### config.mk
export PLATFORM = sky130hd
export DESIGN_NAME = config_reg
export DESIGN_NICKNAME = d
export VERILOG_FILES = /design/src/io_pkg.sv /design/src/config_reg.sv
export VERILOG_INCLUDE_DIRS = /design/src /design/src/include
export SDC_FILE = /design/constraint.sdc
export NUM_CORES = 1
export LEC_CHECK = 0
export CAP_MARGIN = 25
export CORE_AREA = 8 8 45 47
export DETAILED_ROUTE_END_ITERATION = 6
export DIE_AREA = 0 0 53 55
export DONT_BUFFER_PORTS = 1
export PLACE_DENSITY = 0.75
export SYNTH_ARGS = -nofsm -noshare
export SYNTH_HDL_FRONTEND = slang
export SYNTH_SLANG_ARGS = --single-unit
### constraint.sdc
create_clock -name clk -period 2.5 [get_ports clk]
set_input_delay 0.125 -clock clk [delete_from_list [all_inputs] [get_ports clk]]
set_output_delay 0.125 -clock clk [all_outputs]
set_load 0.01 [all_outputs]
### src/include/bus_settings.svh
`ifndef BUS_SETTINGS_SVH
`define BUS_SETTINGS_SVH

// Word address, covering byte address bits 19 to 1.
`define BUS_ADDR_W 19

`define BUS_DATA_W 16

// On-chip RAM depth in words. Only the low address bits select a word.
`define MEM_WORDS 1024

// Port address of the configuration register in I/O space.
`define IO_CONFIG_PORT 16'hfffc

`endif

### src/io_pkg.sv
`default_nettype none

`include "bus_settings.svh"

package io_pkg;

    // Devices that an I/O access can land on.
    // Anything unmapped goes to the default responder.
    typedef enum logic {
        port_config,
        port_none
    } io_port_e;

    // An I/O request as seen by the decoder and the devices behind it.
    // The port address is a byte address with bit 0 always clear.
    typedef struct packed {
        logic                        access;
        logic                        wr_en;
        logic [15:0]                 addr;
        logic [`BUS_DATA_W-1:0]      wdata;
    } io_req_t;

endpackage

`default_nettype wire

### src/config_reg.sv
`timescale 1ns/1ns
`default_nettype none

`include "bus_settings.svh"

module config_reg (
    input  logic                   clk,
    input  logic                   rst_n,
    input  io_pkg::io_req_t        cfg_req,
    output logic                   cfg_ack,
    output logic [`BUS_DATA_W-1:0] cfg_rdata
);
    logic [`BUS_DATA_W-1:0] value_q;
    logic                   ack_q;
    logic                   start;

    assign start = cfg_req.access && !ack_q;

    always_ff @(posedge clk or negedge rst_n) begin
        if (!rst_n) begin
            ack_q   <= 1'b0;
            value_q <= '0;
        end else begin
            ack_q <= start;
            if (start && cfg_req.wr_en) begin
                value_q <= cfg_req.wdata;
            end
        end
    end

    assign cfg_ack = ack_q;

    // Quiet outside the ack cycle so the decoder can OR the read data.
    assign cfg_rdata = ack_q ? value_q : '0;

endmodule

`default_nettype wire

After elaboration in Yosys (flattened, before gate mapping)
Cells that the tools add are included. W data, S select, Z words.

Reductions and logical operators: 3. Muxes and demuxes: 1.

Operators with widths (count): $mux W16 (1); $logic_and A1 B1 Y1 (2); $logic_not A1 Y1 (1).

Bits of input ports: 36. Register bits after elaboration: 17. Logic and storage cells: 6. Output and inout port bits: 17.

Depth between registers and ports, before layout
Depth in word-level cells: 3. Mapped depth: 3. Gate-level depth less buffers: 2.

Worst setup path after synthesis
No wires, ideal clock.

Path type: flip-flop to flip-flop. Start point: register ack_q (netlist: cfg_ack). End point: register value_q[10]. Required time: 2.375 ns. Path buffers: 1. Slack: 1.241 ns. Period minus slack after synthesis: 1.259 ns. Arrival: 1.134 ns. Setup time: 0.125 ns. Stages on the path, launching flop included: 4. Cells stage by stage: dfrtp_1 > nand3b_4 > buf_6 > mux2_4.

Longest elaborated chain between the ends: 3.

RTL lines: start, declared (RTL line config_reg.sv:14) `logic ack_q;`; start signal, assigned (RTL line config_reg.sv:24) `ack_q <= start;`; $logic_not A1 Y1 (RTL line config_reg.sv:17) `assign start = cfg_req.access && !ack_q;`; $logic_and A1 B1 Y1 (RTL line config_reg.sv:17); $logic_and A1 B1 Y1 (RTL line config_reg.sv:25) `if (start && cfg_req.wr_en) begin`; end signal, assigned (RTL line config_reg.sv:26) `value_q <= cfg_req.wdata;`; end, declared (RTL line config_reg.sv:13) `` logic [`BUS_DATA_W-1:0] value_q; ``.

No other way between the ends. A chain may end at the register's enable or synchronous reset.

Final worst setup path
Start point: register ack_q (netlist: cfg_ack). End point: register value_q[2].

The elaborated chain is that of the path after synthesis.

==> reports/qor.txt <==
Maximum VDD drop -> 0.000359 V
Total track usage -> 12.1%
Layout cell share with drive strength beyond 1 -> 28.4%
Synth unique cells -> 8
GRT Max-Usage Layer -> met2
Largest net degree at the start of global routing -> 20
Cell count after synthesis -> 53
DIE HEIGHT -> 55 µm
Critical path peak fanout -> 19
Initial antenna violation count -> 0
GRT met2 Usage -> 20.3%
Largest cells by area after synthesis -> dfrtp_1 54%, mux2_4 19%, and2_1 13%, mux2_2 8.6%, nand3b_4 2.5%
Initial Util -> 56.8%
Post-synthesis register bit count -> 17
Total gr overflow -> 0
Reg-to-reg critical path endpoint -> value_q[2]
M3 GR Usage -> 5.35%
Fill cells -> 97
Detail Route Antenna Nets -> 0
Fin util -> 72.6%
Final Setup Violations -> 0
CTS tree -> yes
Clk buf depth -> 2
Clk_lat worst skew -> 0.28 ns
Final min period -> 1.39 ns
First-pass GRT wire length -> 2660 µm
Hold endpoint -> value_q[11]
Routability Congestion -> 0.642
Hold_sp -> cfg_req[32]
Cell Chain, Critical Path -> buf_4 > nand3b_4 > mux2_4
First-pass detailed-route iteration total -> 4
Static leakage -> 0.478 nW
Area Overhead vs Synth -> 27.9%
Register area share after synthesis -> 54.1%
Area of the multi-input gates -> 345 µm²
Tcrit/Tclk final -> 55.8%
Routed length per instance -> 17.5 µm
Max H-tree Level -> 1
Area leader, netlist -> dfrtp_1
Clock Pin Slew Worst Setup and Hold Paths -> 0.09 ns
CP max stage cell -> mux2_4
Area fraction of the dominant cell type after synthesis -> 54.1%
Worst min path class -> in2reg
Slew HR -> 50.6%
Count leader, synth -> dfrtp_1
Die Wd -> 53 µm
WL final -> 1570 µm
Syn Area/Cell -> 14.8 µm²
Biggest cell delay along the critical path -> 0.38 ns
Vias -> 464
Fraction of registers with async set/reset -> 100%
Ant. Diodes -> 0
Slew @ Worst Pin -> 0.739 ns
Root buffer cell -> clkbuf_4
Clk_skew -> 0.00493 ns
Status -> finished, final reports clean
# DRC -> 0
Crit path kind -> reg2reg
Max Cap Violations -> 0
Final TNS setup -> 0 ns
Number of global-route vias before repair -> 554
Max Freq -> 717 MHz
Row cnt -> 14
Number of CTS-inserted buffers -> 3
Final hold vios -> 0
Power density cells -> 632 nW/µm²
RSZ-0062 raised after global routing -> no
R2R depth -> 3
CP Capture Type -> register
Layout Nets -> 111
Hold path depth -> 2
Full die area -> 2920 µm²
Via density -> 5.16
CTS sink cnt -> 17
I/O Buffers -> 0
Detailed Route Iter0 Violations -> 3
# IOs -> 53
Post-synth EDFFs -> 0
Slew Limit Fails -> 0
R2R Path Start -> cfg_ack
Synth Warn # -> 0
# Post-CTS Setup Buffers -> 0
Crit path arrival time -> 1.56 ns
Mapped Area -> 786 µm²
Ys flop type -> dfrtp_1
Commonest cells post-synth -> 17 x dfrtp_1, 16 x and2_1, 10 x mux2_4
Placeable Area -> 1380 µm²
Grt met1 use -> 13.6%
Worst reg2reg setup slack -> 1.11 ns
Req. time, crit path -> 2.66 ns
Crit path launch type -> register
Buf/Inv on CP -> 1
FF/Latch Area -> 425 µm²
Delay-heaviest family, CP -> multiplexers
Synth Net Count -> 89
[logic make-up after synthesis]
group | count (synthesis) | share of synthesized area [%]
AND/OR/NAND/NOR | 18 | 16.2
multiplexers | 16 | 27.7
buffers and inverters | 2 | 1.91
flip-flops | 17 | 54.1
[where the power goes]
| group | switching (W) | total [W] | internal, W |
|---|---|---|---|
| clock | 0.0000775 | 0.000139 | 0.0000618 |
| combinational | 0.0000547 | 0.000147 | 0.0000920 |
| sequential | 0.0000241 | 0.000349 | 0.000325 |
| total | 0.000156 | 0.000635 | 0.000479 |
[sequential cells by signal (all words and copies together) (netlist names)]
register / cells
cfg_ack: 1
value_q: 16
[cells in the final DEF, fill, tap and decap left out]
| cell | count |
|---|---|
| and2b_1 | 1 |
| clkbuf_4 | 3 |
| and2_1 | 16 |
| dlygate4sd3_1 | 18 |
| mux2_4 | 10 |
| nand3b_4 | 1 |
| dfrtp_1 | 17 |
| buf_4 | 1 |
| clkbuf_1 | 1 |
| mux2_2 | 6 |
[worst max path at each step]
stage,startpoint,end,depth (start not counted)
after floorplan,cfg_ack,value_q[10],3
after global routing,cfg_ack,value_q[2],3
after CTS,cfg_ack,value_q[2],3
after global placement,cfg_ack,value_q[1],3
after detailed placement,cfg_ack,value_q[4],3
final,cfg_ack,value_q[2],3
[per-layer routing]
metal  routed length [µm]  up-vias
met5                    0        -
met3                  199        2
met2                  747       22
met1                  618      224
met4                    8        0
li1                     -      216
[timing repair]
action,4_1_cts,5_1_grt
setup endpoints to repair,0,0
gates resized for setup,0,0
hold endpoints to repair,34,0
hold buffers,18,0
[per-stage QoR]
stage               setup WS, ns  instance area (µm²)  hold WS (ns)  total power, W  std cells
detailed placement          1.12                  798        -0.170        0.000474         68
global route                1.04                 1000         0.310        0.000673         90
finish                      1.11                 1000         0.296        0.000635         90
CTS                         1.10                 1000         0.293        0.000640         90
floorplan                   1.24                  786        -0.171        0.000455         53
global placement            1.12                  798        -0.170        0.000469         68
[cell type report]
class / count / share of cell area (%)
clock buffers: 4 / 2.62
multi-input cells: 34 / 34.4
flip-flops and latches: 17 / 42.3
well taps: 16 / 1.99
repair buffers: 19 / 18.7
Power figures use the tool's default switching activity.
