**src/include/bus_settings.svh**
```systemverilog
`ifndef BUS_SETTINGS_SVH
`define BUS_SETTINGS_SVH

// Word address, covering byte address bits 19 to 1.
`define BUS_ADDR_W 19

`define BUS_DATA_W 16

// On-chip RAM depth in words. Only the low address bits select a word.
`define MEM_WORDS 1024

// Port address of the configuration register in I/O space.
`define IO_CONFIG_PORT 16'hfffc

`endif

```
**src/bus_pkg.sv**
```systemverilog
`default_nettype none

`include "bus_settings.svh"

package bus_pkg;

    // One request on the memory bus. The master holds every field steady
    // while access is high and until it has seen ack.
    typedef struct packed {
        logic                        access;
        logic                        wr_en;
        logic [`BUS_DATA_W/8-1:0]    bytesel;
        logic [`BUS_ADDR_W-1:0]      addr;
        logic [`BUS_DATA_W-1:0]      wdata;
    } bus_req_t;

    // Response to a memory-bus request. Ack is a single-cycle pulse and rdata
    // is only meaningful while it is high.
    typedef struct packed {
        logic                        ack;
        logic [`BUS_DATA_W-1:0]      rdata;
    } bus_rsp_t;

    // Arbiter states for the shared memory bus.
    typedef enum logic [1:0] {
        idle,
        serve_instr,
        serve_data
    } arb_state_e;

endpackage

`default_nettype wire

```
**src/mem_arbiter.sv**
```systemverilog
`timescale 1ns/1ns
`default_nettype none

module mem_arbiter (
    input  logic              clk,
    input  logic              rst_n,
    input  bus_pkg::bus_req_t instr_req,
    input  bus_pkg::bus_req_t data_req,
    output bus_pkg::bus_rsp_t instr_rsp,
    output bus_pkg::bus_rsp_t data_rsp,
    output bus_pkg::bus_req_t mem_req,
    input  bus_pkg::bus_rsp_t mem_rsp
);
    import bus_pkg::*;

    arb_state_e state;
    arb_state_e state_next;
    logic       last_data;

    // A tie goes to whichever master was not served last. After reset the
    // instruction port counts as last served, so data wins the first tie.
    always_comb begin
        state_next = state;
        case (state)
            idle: begin
                if (instr_req.access && data_req.access) begin
                    state_next = last_data ? serve_instr : serve_data;
                end else if (data_req.access) begin
                    state_next = serve_data;
                end else if (instr_req.access) begin
                    state_next = serve_instr;
                end
            end
            serve_instr, serve_data: begin
                if (mem_rsp.ack) begin
                    state_next = idle;
                end
            end
            default: state_next = idle;
        endcase
    end

    always_ff @(posedge clk or negedge rst_n) begin
        if (!rst_n) begin
            state     <= idle;
            last_data <= 1'b0;
        end else begin
            state <= state_next;
            if (state_next != idle) begin
                last_data <= (state_next == serve_data);
            end
        end
    end

    // The granted request goes through and the response returns to its owner.
    // The fetch port never writes.
    always_comb begin
        mem_req   = '0;
        instr_rsp = '0;
        data_rsp  = '0;
        case (state)
            serve_instr: begin
                mem_req       = instr_req;
                mem_req.wr_en = 1'b0;
                instr_rsp     = mem_rsp;
            end
            serve_data: begin
                mem_req  = data_req;
                data_rsp = mem_rsp;
            end
            default: ;
        endcase
    end

    ack_in_serve: assert property (@(posedge clk) disable iff (!rst_n)
        mem_rsp.ack |-> (state != idle));

    // The owning master has to hold its request until the transfer is acked.
    req_held: assert property (@(posedge clk) disable iff (!rst_n)
        (state != idle && !mem_rsp.ack) |=> $stable(mem_req));

endmodule

`default_nettype wire

```
**config.mk**
```make
export PLATFORM = sky130hd
export DESIGN_NAME = mem_arbiter
export DESIGN_NICKNAME = d
export VERILOG_FILES = /design/src/bus_pkg.sv /design/src/mem_arbiter.sv
export VERILOG_INCLUDE_DIRS = /design/src /design/src/include
export SDC_FILE = /design/constraint.sdc
export NUM_CORES = 1
export LEC_CHECK = 0
export BUFFER_PORTS_ARGS = -buffer_cell sky130_fd_sc_hd__buf_2
export CAP_MARGIN = 10
export CORE_AREA = 2 2 66 68
export CTS_CLUSTER_DIAMETER = 50
export DETAILED_ROUTE_END_ITERATION = 10
export DIE_AREA = 0 0 68 70
export PLACE_DENSITY = 0.75
export SLEW_MARGIN = 10
export SYNTH_ARGS = -nofsm -noshare
export SYNTH_HDL_FRONTEND = slang
export SYNTH_SLANG_ARGS = --single-unit
```
**constraint.sdc**
```tcl
create_clock -name clk -period 2.2 [get_ports clk]
set_clock_uncertainty 0.1 [all_clocks]
set_input_delay 0.44 -clock clk [delete_from_list [all_inputs] [get_ports clk]]
set_output_delay 0.44 -clock clk [all_outputs]
set_load 0.03 [all_outputs]
```
Word-level counts from Yosys, hierarchy flattened
Cells that the tools add are included.

Muxes and demuxes: 9. Reduce and logical (&&, ||, !) cells: 4. Eq/ne operators: 3.

Operators with widths (count): 39-bit one-hot mux with 2 select lines (1); 17-bit two-way mux (2); 2-bit two-way mux (5); 2-bit == test (second input constant) (2); 2-bit one-hot mux with 2 select lines (1); 2-bit by 1-bit == test with 1-bit output (second input constant) (1); 2-bit logical NOT (1); 2-bit nonzero test (1); 2-bit OR reduction (1); 1-bit logical AND (1).

Input bits: 97. Output and inout bits: 73. Word-level logic and storage cells: 18. Bits in registers: 3.

Depth between registers and ports, before layout
Gate-level depths: netlist of run 1.

Depth after elaboration: 5. Mapped depth: 6. Gate-level depth less buffers: 5.

Worst setup path before layout of run 1
No wires, ideal clock.

Path type: register to output. Start: register state[0]. End: output mem_req[14] (netlist bit). Cell stages (with the launch flop): 6. Arrival time: 1538 ps. Data required time: 1660 ps. Path slack: 122 ps. Path buffers: 2. Path through: dfrtp_1 -> inv_1 -> ha_1 -> buf_2 -> buf_2 -> nor2b_1.

RTL lines: start: declaration (line mem_arbiter.sv:16) `arb_state_e state;`; start signal: assignment (line mem_arbiter.sv:45) `state <= idle;`; start signal: assignment (line mem_arbiter.sv:48) `state <= state_next;`; end: declaration (line mem_arbiter.sv:11) `output bus_pkg::bus_req_t mem_req,`.

==> results.tsv, run 1 <==
stage	metric	value	unit
routing	vias	1697	
pwr	swShare	56.9	%
grt	grt_max_degree	38	
yosys	synth.distinct_cells	21	
pwr	comb_power_share	90.1	%
cells_and_area	drive_gt1_share	59.3	%
die	pin_count	170	
cts	cts_htree_levels	1	
yosys	yosys_warnings	0	
yosys	mappedNetlistArea	0.00107	mm²
yosys	synth_cells	150	
place	place_ws	0.187	ns
worst_setup_path	cp.arrival	1.56	ns
yosys	synth_seq_cells	3	
cts	cts_made_buffers	3	
sta	hold_ws	0.420	ns
routing	postRouteWirelength	4410	µm
cells_and_area	regArea	76.3	µm²
die	die-area	0.00476	mm²
grt	first_global_vias	1520	
pwr	clkPwrFrac	5.7	%
cells_and_area	antennaDiodeCount	0	
sta	fmax	0.476	GHz
worst_setup_path	crit_type	reg -> out	
sta	rsz0062_at_grt	false	
cts	clk_pin_slew	0.03	ns
sta	hold_violations	0	
yosys	synth_nets	251	
pwr	p_per_area	1340	mW/mm²
pwr	pwr-share-seq	4.2	%
routing	drtIter0Drc	71	
place	hpwl	3500	µm
routing	ant_nets	0	
routing	vias_per_cell	4.66	
grt	grt_usage	16.2	%
cells_and_area	layout.nets	414	
worst_setup_path	cp-end-kind	output pin	
cts	cts_setup_buffers	0	
sta	setup_tns	0	ns
place	dp.cells	359	
cells_and_area	multi_input_area	938	µm²
cts	worstSkewPairLatency	0.21	ns
worst_setup_path	start_kind	flop	
sta	timing.final.ws_setup	0.0985	ns
yosys	ys_seq_area_share	7.02	%
cells_and_area	synthToLayoutAreaGrowth	95.2	%
die	row_count	24	
grt	grt-ovfl-total	0	
sta	maxSlewHeadroom	79.9	%
worst_hold_path	hp-class	in -> reg	
yosys	synth.avg_cell_area	7.13	µm²
routing	wl_per_cell	12.1	µm
cells_and_area	fillers	427	
worst_setup_path	cp.required	1.66	ns
run_status	status	finished, final reports clean	
die	start_util	25.8	%
cts	clock_path_buffers	2	
cts	cts_tree	built	
job	maxCapViolations	0	
pwr	p_leak	1.16	nW
pwr	power.switching	1.59	mW
cts	cts_root_buf	clkbuf_8	
routing	drc_errors	0	
sta	period_needed	2.10	ns
pwr	internal-power	1.20	mW
grt	grt_pass1_wl	6410	µm
place	gp_congestion	0.752	
sta	setup-violations-final	0	
worst_setup_path	crit_fanout	37	
grt	antenna_found_initial	0	
die	die_h	70	µm
die	fp.dieW	68	µm
place	portBuffers	168	
cts	cts_sinks	3	
sta	tightest_slew	0.301	ns
cells_and_area	finalNonFillerCells	364	
sta	final.period_utilization	95.5	%
pwr	ir_drop	0.673	mV
die	fp.coreArea	0.00414	mm²
routing	first_pass_iters	4	
sta	timing.final.max_slew_violations	0	
-- cells in the mapped netlist --
cell	instances	area [µm²]
a22oi_1	38	285
nand4bb_1	1	11.3
ha_1	4	50.1
clkbuf_1	5	18.8
a211o_1	1	8.76
and2_1	35	219
inv_1	2	7.51
nand2_1	2	7.51
nand2b_4	1	13.8
nor2_1	1	3.75
nor2b_1	38	238
nand2b_1	2	12.5
nand4b_1	1	8.76
and2b_1	1	7.51
buf_4	5	37.5
buf_2	6	30.0
nand3_1	1	5.00
a21oi_1	1	5.00
o311ai_2	1	16.3
dfrtp_1	3	75.1
a21oi_2	1	8.76
-- logic make-up (layout without fill, tap and decap cells) --
family	Yosys count	count (layout)	share of synthesized area (%)
DFF	3	3	7.02
and+or+nand+nor	83	83	49.2
AOI/OAI and AO/OA	42	42	30.3
adders and majority gates	4	4	4.68
buffers and inverters	18	180	8.77
-- sequential cells by signal, summed over array words and instances (netlist names) --
name,cells
state,2
last_data,1
-- area by class of cell --
| class | count | area share [%] |
|---|---|---|
| clock buffer | 4 | 2.16 |
| inverter | 2 | 0.359 |
| multi-input combinational | 129 | 44.9 |
| sequential | 3 | 3.65 |
| tap | 52 | 3.12 |
| timing repair buffer | 174 | 45.8 |
-- critical path, cell delays in order, from the launching register on --
cell	delay, ns
dfrtp_1	0.41
inv_2	0.09
ha_4	0.30
buf_12	0.16
nor2b_1	0.16
buf_2	0.21
-- timing repair --
item	CTS	global route
resized for setup	1	13
setup endpoints to repair	7	37
hold buffers	1	0
endpoints found under the hold margin	3	0
cloned	0	0
-- layer usage --
layer,vias to the layer above,track usage [%],part of all wire [%]
li1,849,-,-
met1,769,17.4,39
met2,77,32.1,53
met3,2,2.09,8.0
met4,0,3.11,0.48
met5,-,0,0
-- path summary, 6_finish.rpt --
kind	endpoint	start	depth (start not counted)	slack, ns
worst max-delay path	mem_req[32]	state[1]	5	0.1
worst min-delay path	state[1]	data_req[38]	3	0.42
worst max register to register	last_data	state[0]	4	0.72
worst min register to register	state[1]	last_data	3	0.50
max in group asynchronous	state[0]	rst_n	2	1.43
min in group asynchronous	state[1]	rst_n	2	0.46
-- power groups by stage --
stage          registers (mW)  clock network (mW)  logic, mW
6_report                0.117               0.159       2.52
5_1_grt                 0.121               0.170       2.69
4_1_cts                 0.106               0.164       2.42
3_5_place_dp            0.107                   0       2.41
3_3_place_gp            0.105                   0       2.38
2_1_floorplan           0.101                   0       1.77
-- cells in the final DEF, fill, tap and decap left out --
| cell | synthesis | layout |
|---|---|---|
| dfrtp_1 | 3 | 2 |
| nand3_1 | 1 | 1 |
| inv_2 | 0 | 2 |
| clkbuf_8 | 0 | 3 |
| a22oi_1 | 38 | 38 |
| o311ai_2 | 1 | 1 |
| a21oi_2 | 1 | 1 |
| buf_2 | 6 | 166 |
| dfrtp_2 | 0 | 1 |
| buf_12 | 0 | 5 |
| nand2b_1 | 2 | 2 |
| a21oi_1 | 1 | 1 |
| and2_1 | 35 | 35 |
| a211o_1 | 1 | 1 |
| nand4b_1 | 1 | 1 |
| nor2_1 | 1 | 1 |
| nand2b_4 | 1 | 1 |
| nor2b_1 | 38 | 38 |
| nand4bb_1 | 1 | 1 |
| dlygate4sd3_1 | 0 | 1 |
| ha_1 | 4 | 1 |
| ha_4 | 0 | 3 |
| clkbuf_4 | 0 | 2 |
| nand2_1 | 2 | 2 |
| clkbuf_1 | 5 | 1 |
| and2b_1 | 1 | 1 |
-- through the flow --
stage	util (%)	total power, mW	cell area [µm²]
after floorplan	-	1.87	1070
after global placement	47.5	2.49	1970
after detailed placement	47.5	2.51	1970
after CTS	48.9	2.69	2030
after global routing	50.4	2.98	2090
final	50.4	2.79	2090
(Power assumes the default switching activity.)
==> run 2: changes to the inputs <==
Settings changed: RECOVER_POWER from default to 25.
==> run 2 against run 1 <==
Compared with the run above:
- sequential share of layout area hardly changed
- count of clock-buffer cells in the layout stayed put
- wire length is 0.75% higher
- flip-flop and latch count stayed put
- critical endpoint unchanged
- largest cell class unchanged
==> results.tsv, run 2 (synthesized netlist as in run 1, its figures left out) <==
stage	metric	value	unit	change
cells_and_area	finalNonFillerCells	364		unchanged
worst_setup_path	r2r_slack	0.53	ns	-0.19 ns
cells_and_area	top_regs	state (2), last_data (1)		
cts	cts_root_buf	clkbuf_8		
worst_setup_path	crit_type	reg -> out		
sta	setup-violations-final	0		unchanged
sta	rsz0062_at_grt	false		
routing	drc_errors	0		unchanged
routing	ant_nets	0		unchanged
cells_and_area	synthToLayoutAreaGrowth	92.9	%	
grt	grt-ovfl-total	0		unchanged
routing	wl_per_cell	12.2	µm	+0.75%
worst_setup_path	crit-reg2reg-capture	last_data		
cells_and_area	drive_gt1_share	54.5	%	-4.8 points
routing	vias_per_cell	4.62		-0.82%
worst_setup_path	start_kind	flop		
job	maxCapViolations	0		unchanged
routing	vias	1683		-0.82%
cts	worstSkewPairLatency	0.21	ns	about the same
routing	first_pass_iters	4		unchanged
routing	postRouteWirelength	4440	µm	+0.75%
pwr	pwr-share-seq	4.3	%	about the same
cells_and_area	fin_area	0.00206	mm²	-1.2%
grt	first_global_vias	1520		unchanged
cts	cts_made_buffers	3		unchanged
worst_setup_path	crit_fanout	37		unchanged
die	start_util	25.8	%	unchanged
worst_setup_path	cp.arrival	1.56	ns	about the same
pwr	p_per_area	1340	mW/mm²	+0.30%
die	die_h	70	µm	unchanged
pwr	swShare	57.3	%	+0.42 points
die	fp.dieW	68	µm	unchanged
pwr	internal-power	1.18	mW	-1.9%
worst_setup_path	ff2ff_path_depth	4		unchanged
cells_and_area	final_common_cell	buf_2		
pwr	power.switching	1.58	mW	-0.17%
sta	fmax	0.476	GHz	about the same
die	fp.coreArea	0.00414	mm²	unchanged
pwr	p_leak	1.11	nW	-5.0%
worst_setup_path	cp-startpoint	state[1]		
sta	period_needed	2.10	ns	-0.000402 ns
cells_and_area	largest_register_ffs	2		unchanged
worst_setup_path	cp.required	1.66	ns	about the same
pwr	ir_drop	0.672	mV	-0.13%
pwr	clkPwrFrac	5.7	%	about the same
cells_and_area	final_cell_mix	buf_2 (152), a22oi_1 (38), nor2b_1 (38)		
place	gp_congestion	0.752		unchanged
sta	timing.final.max_slew_violations	0		unchanged
run_status	status	finished, final reports clean		
cts	cts_sinks	3		unchanged
sta	final.period_utilization	95.5	%	about the same
sta	hold_ws	0.412	ns	-0.00804 ns
die	pin_count	170		unchanged
die	die-area	0.00476	mm²	unchanged
cts	clk_pin_slew	0.03	ns	about the same
worst_setup_path	crit_end	mem_req[32]		
sta	timing.final.ws_setup	0.0989	ns	+0.000402 ns
cells_and_area	largest_register	state		
sta	maxSlewHeadroom	62.6	%	-17 points
place	portBuffers	168		unchanged
place	dp.cells	359		unchanged
worst_setup_path	cp-end-kind	output pin		
sta	setup_tns	0	ns	unchanged
grt	grt_pass1_wl	6410	µm	unchanged
sta	tightest_slew	0.554	ns	+0.253 ns
worst_hold_path	hp-class	in -> reg		
grt	grt_usage	16.2	%	unchanged
place	hpwl	3500	µm	unchanged
cells_and_area	antennaDiodeCount	0		unchanged
place	place_ws	0.187	ns	unchanged
cells_and_area	layout.nets	414		unchanged
grt	grt_max_degree	38		unchanged
routing	drtIter0Drc	66		-7.0%
sta	hold_violations	0		unchanged
cts	cts_tree	built		
worst_setup_path	r2r_start	state[0]		
pwr	comb_power_share	90.0	%	about the same
die	row_count	24		unchanged
cts	cts_htree_levels	1		unchanged
cts	clock_path_buffers	2		unchanged
grt	antenna_found_initial	0		unchanged
place	place_area	0.00197	mm²	unchanged
run 2: repair_timing:
item                       4_1_cts  5_1_grt
cloned                           0        0
hold buffers                     1        0
setup buffers                    0        0
hold endpoints to repair         3        0
gates resized for setup          1       13
setup endpoints to repair        7       37
run 2: worst max-delay path, stage by stage, from the launching register on:
cell and delay (ns):
dfrtp_1 0.41, inv_2 0.09, ha_4 0.30, buf_12 0.16, nor2b_1 0.16, buf_2 0.21
run 2: cell type report:
type | count | area [µm²]
Inverter | 2 | 7.51
Timing Repair Buffer | 174 | 938
Sequential cell | 3 | 76.3
Tap cell | 52 | 65.1
Multi-Input combinational cell | 129 | 931
Fill cell | 438 | 2080
Clock buffer | 4 | 45.0
run 2: per-layer routing:
metal / track usage [%] / share of wire, % / up-vias
met5: 0 / 0 / -
met4: 3.11 / 0.47 / 0
met3: 2.09 / 7.9 / 2
met2: 32.1 / 52 / 71
met1: 17.4 / 39 / 761
li1: - / - / 849
run 2: how the worst min path moves through the flow:
stage,start,endpoint,cells past startpoint
finish,data_req[38],state[1],3
global placement,rst_n,last_data,1
floorplan,rst_n,last_data,0
CTS,data_req[38],state[1],3
detailed placement,rst_n,state[1],1
global route,data_req[38],state[1],3
run 2: power by group through the flow:
stage	Sequential [mW]	Combinational [mW]	Clock (mW)
3_5_place_dp	0.107	2.41	0
2_1_floorplan	0.101	1.77	0
4_1_cts	0.106	2.42	0.164
3_3_place_gp	0.105	2.38	0
5_1_grt	0.121	2.66	0.170
6_report	0.118	2.49	0.159
run 2: metrics by stage:
stage	utilization [%]	power, mW
floorplan	-	1.87
global route	49.8	2.96
finish	49.8	2.77
global placement	47.5	2.49
detailed placement	47.5	2.51
CTS	48.9	2.69
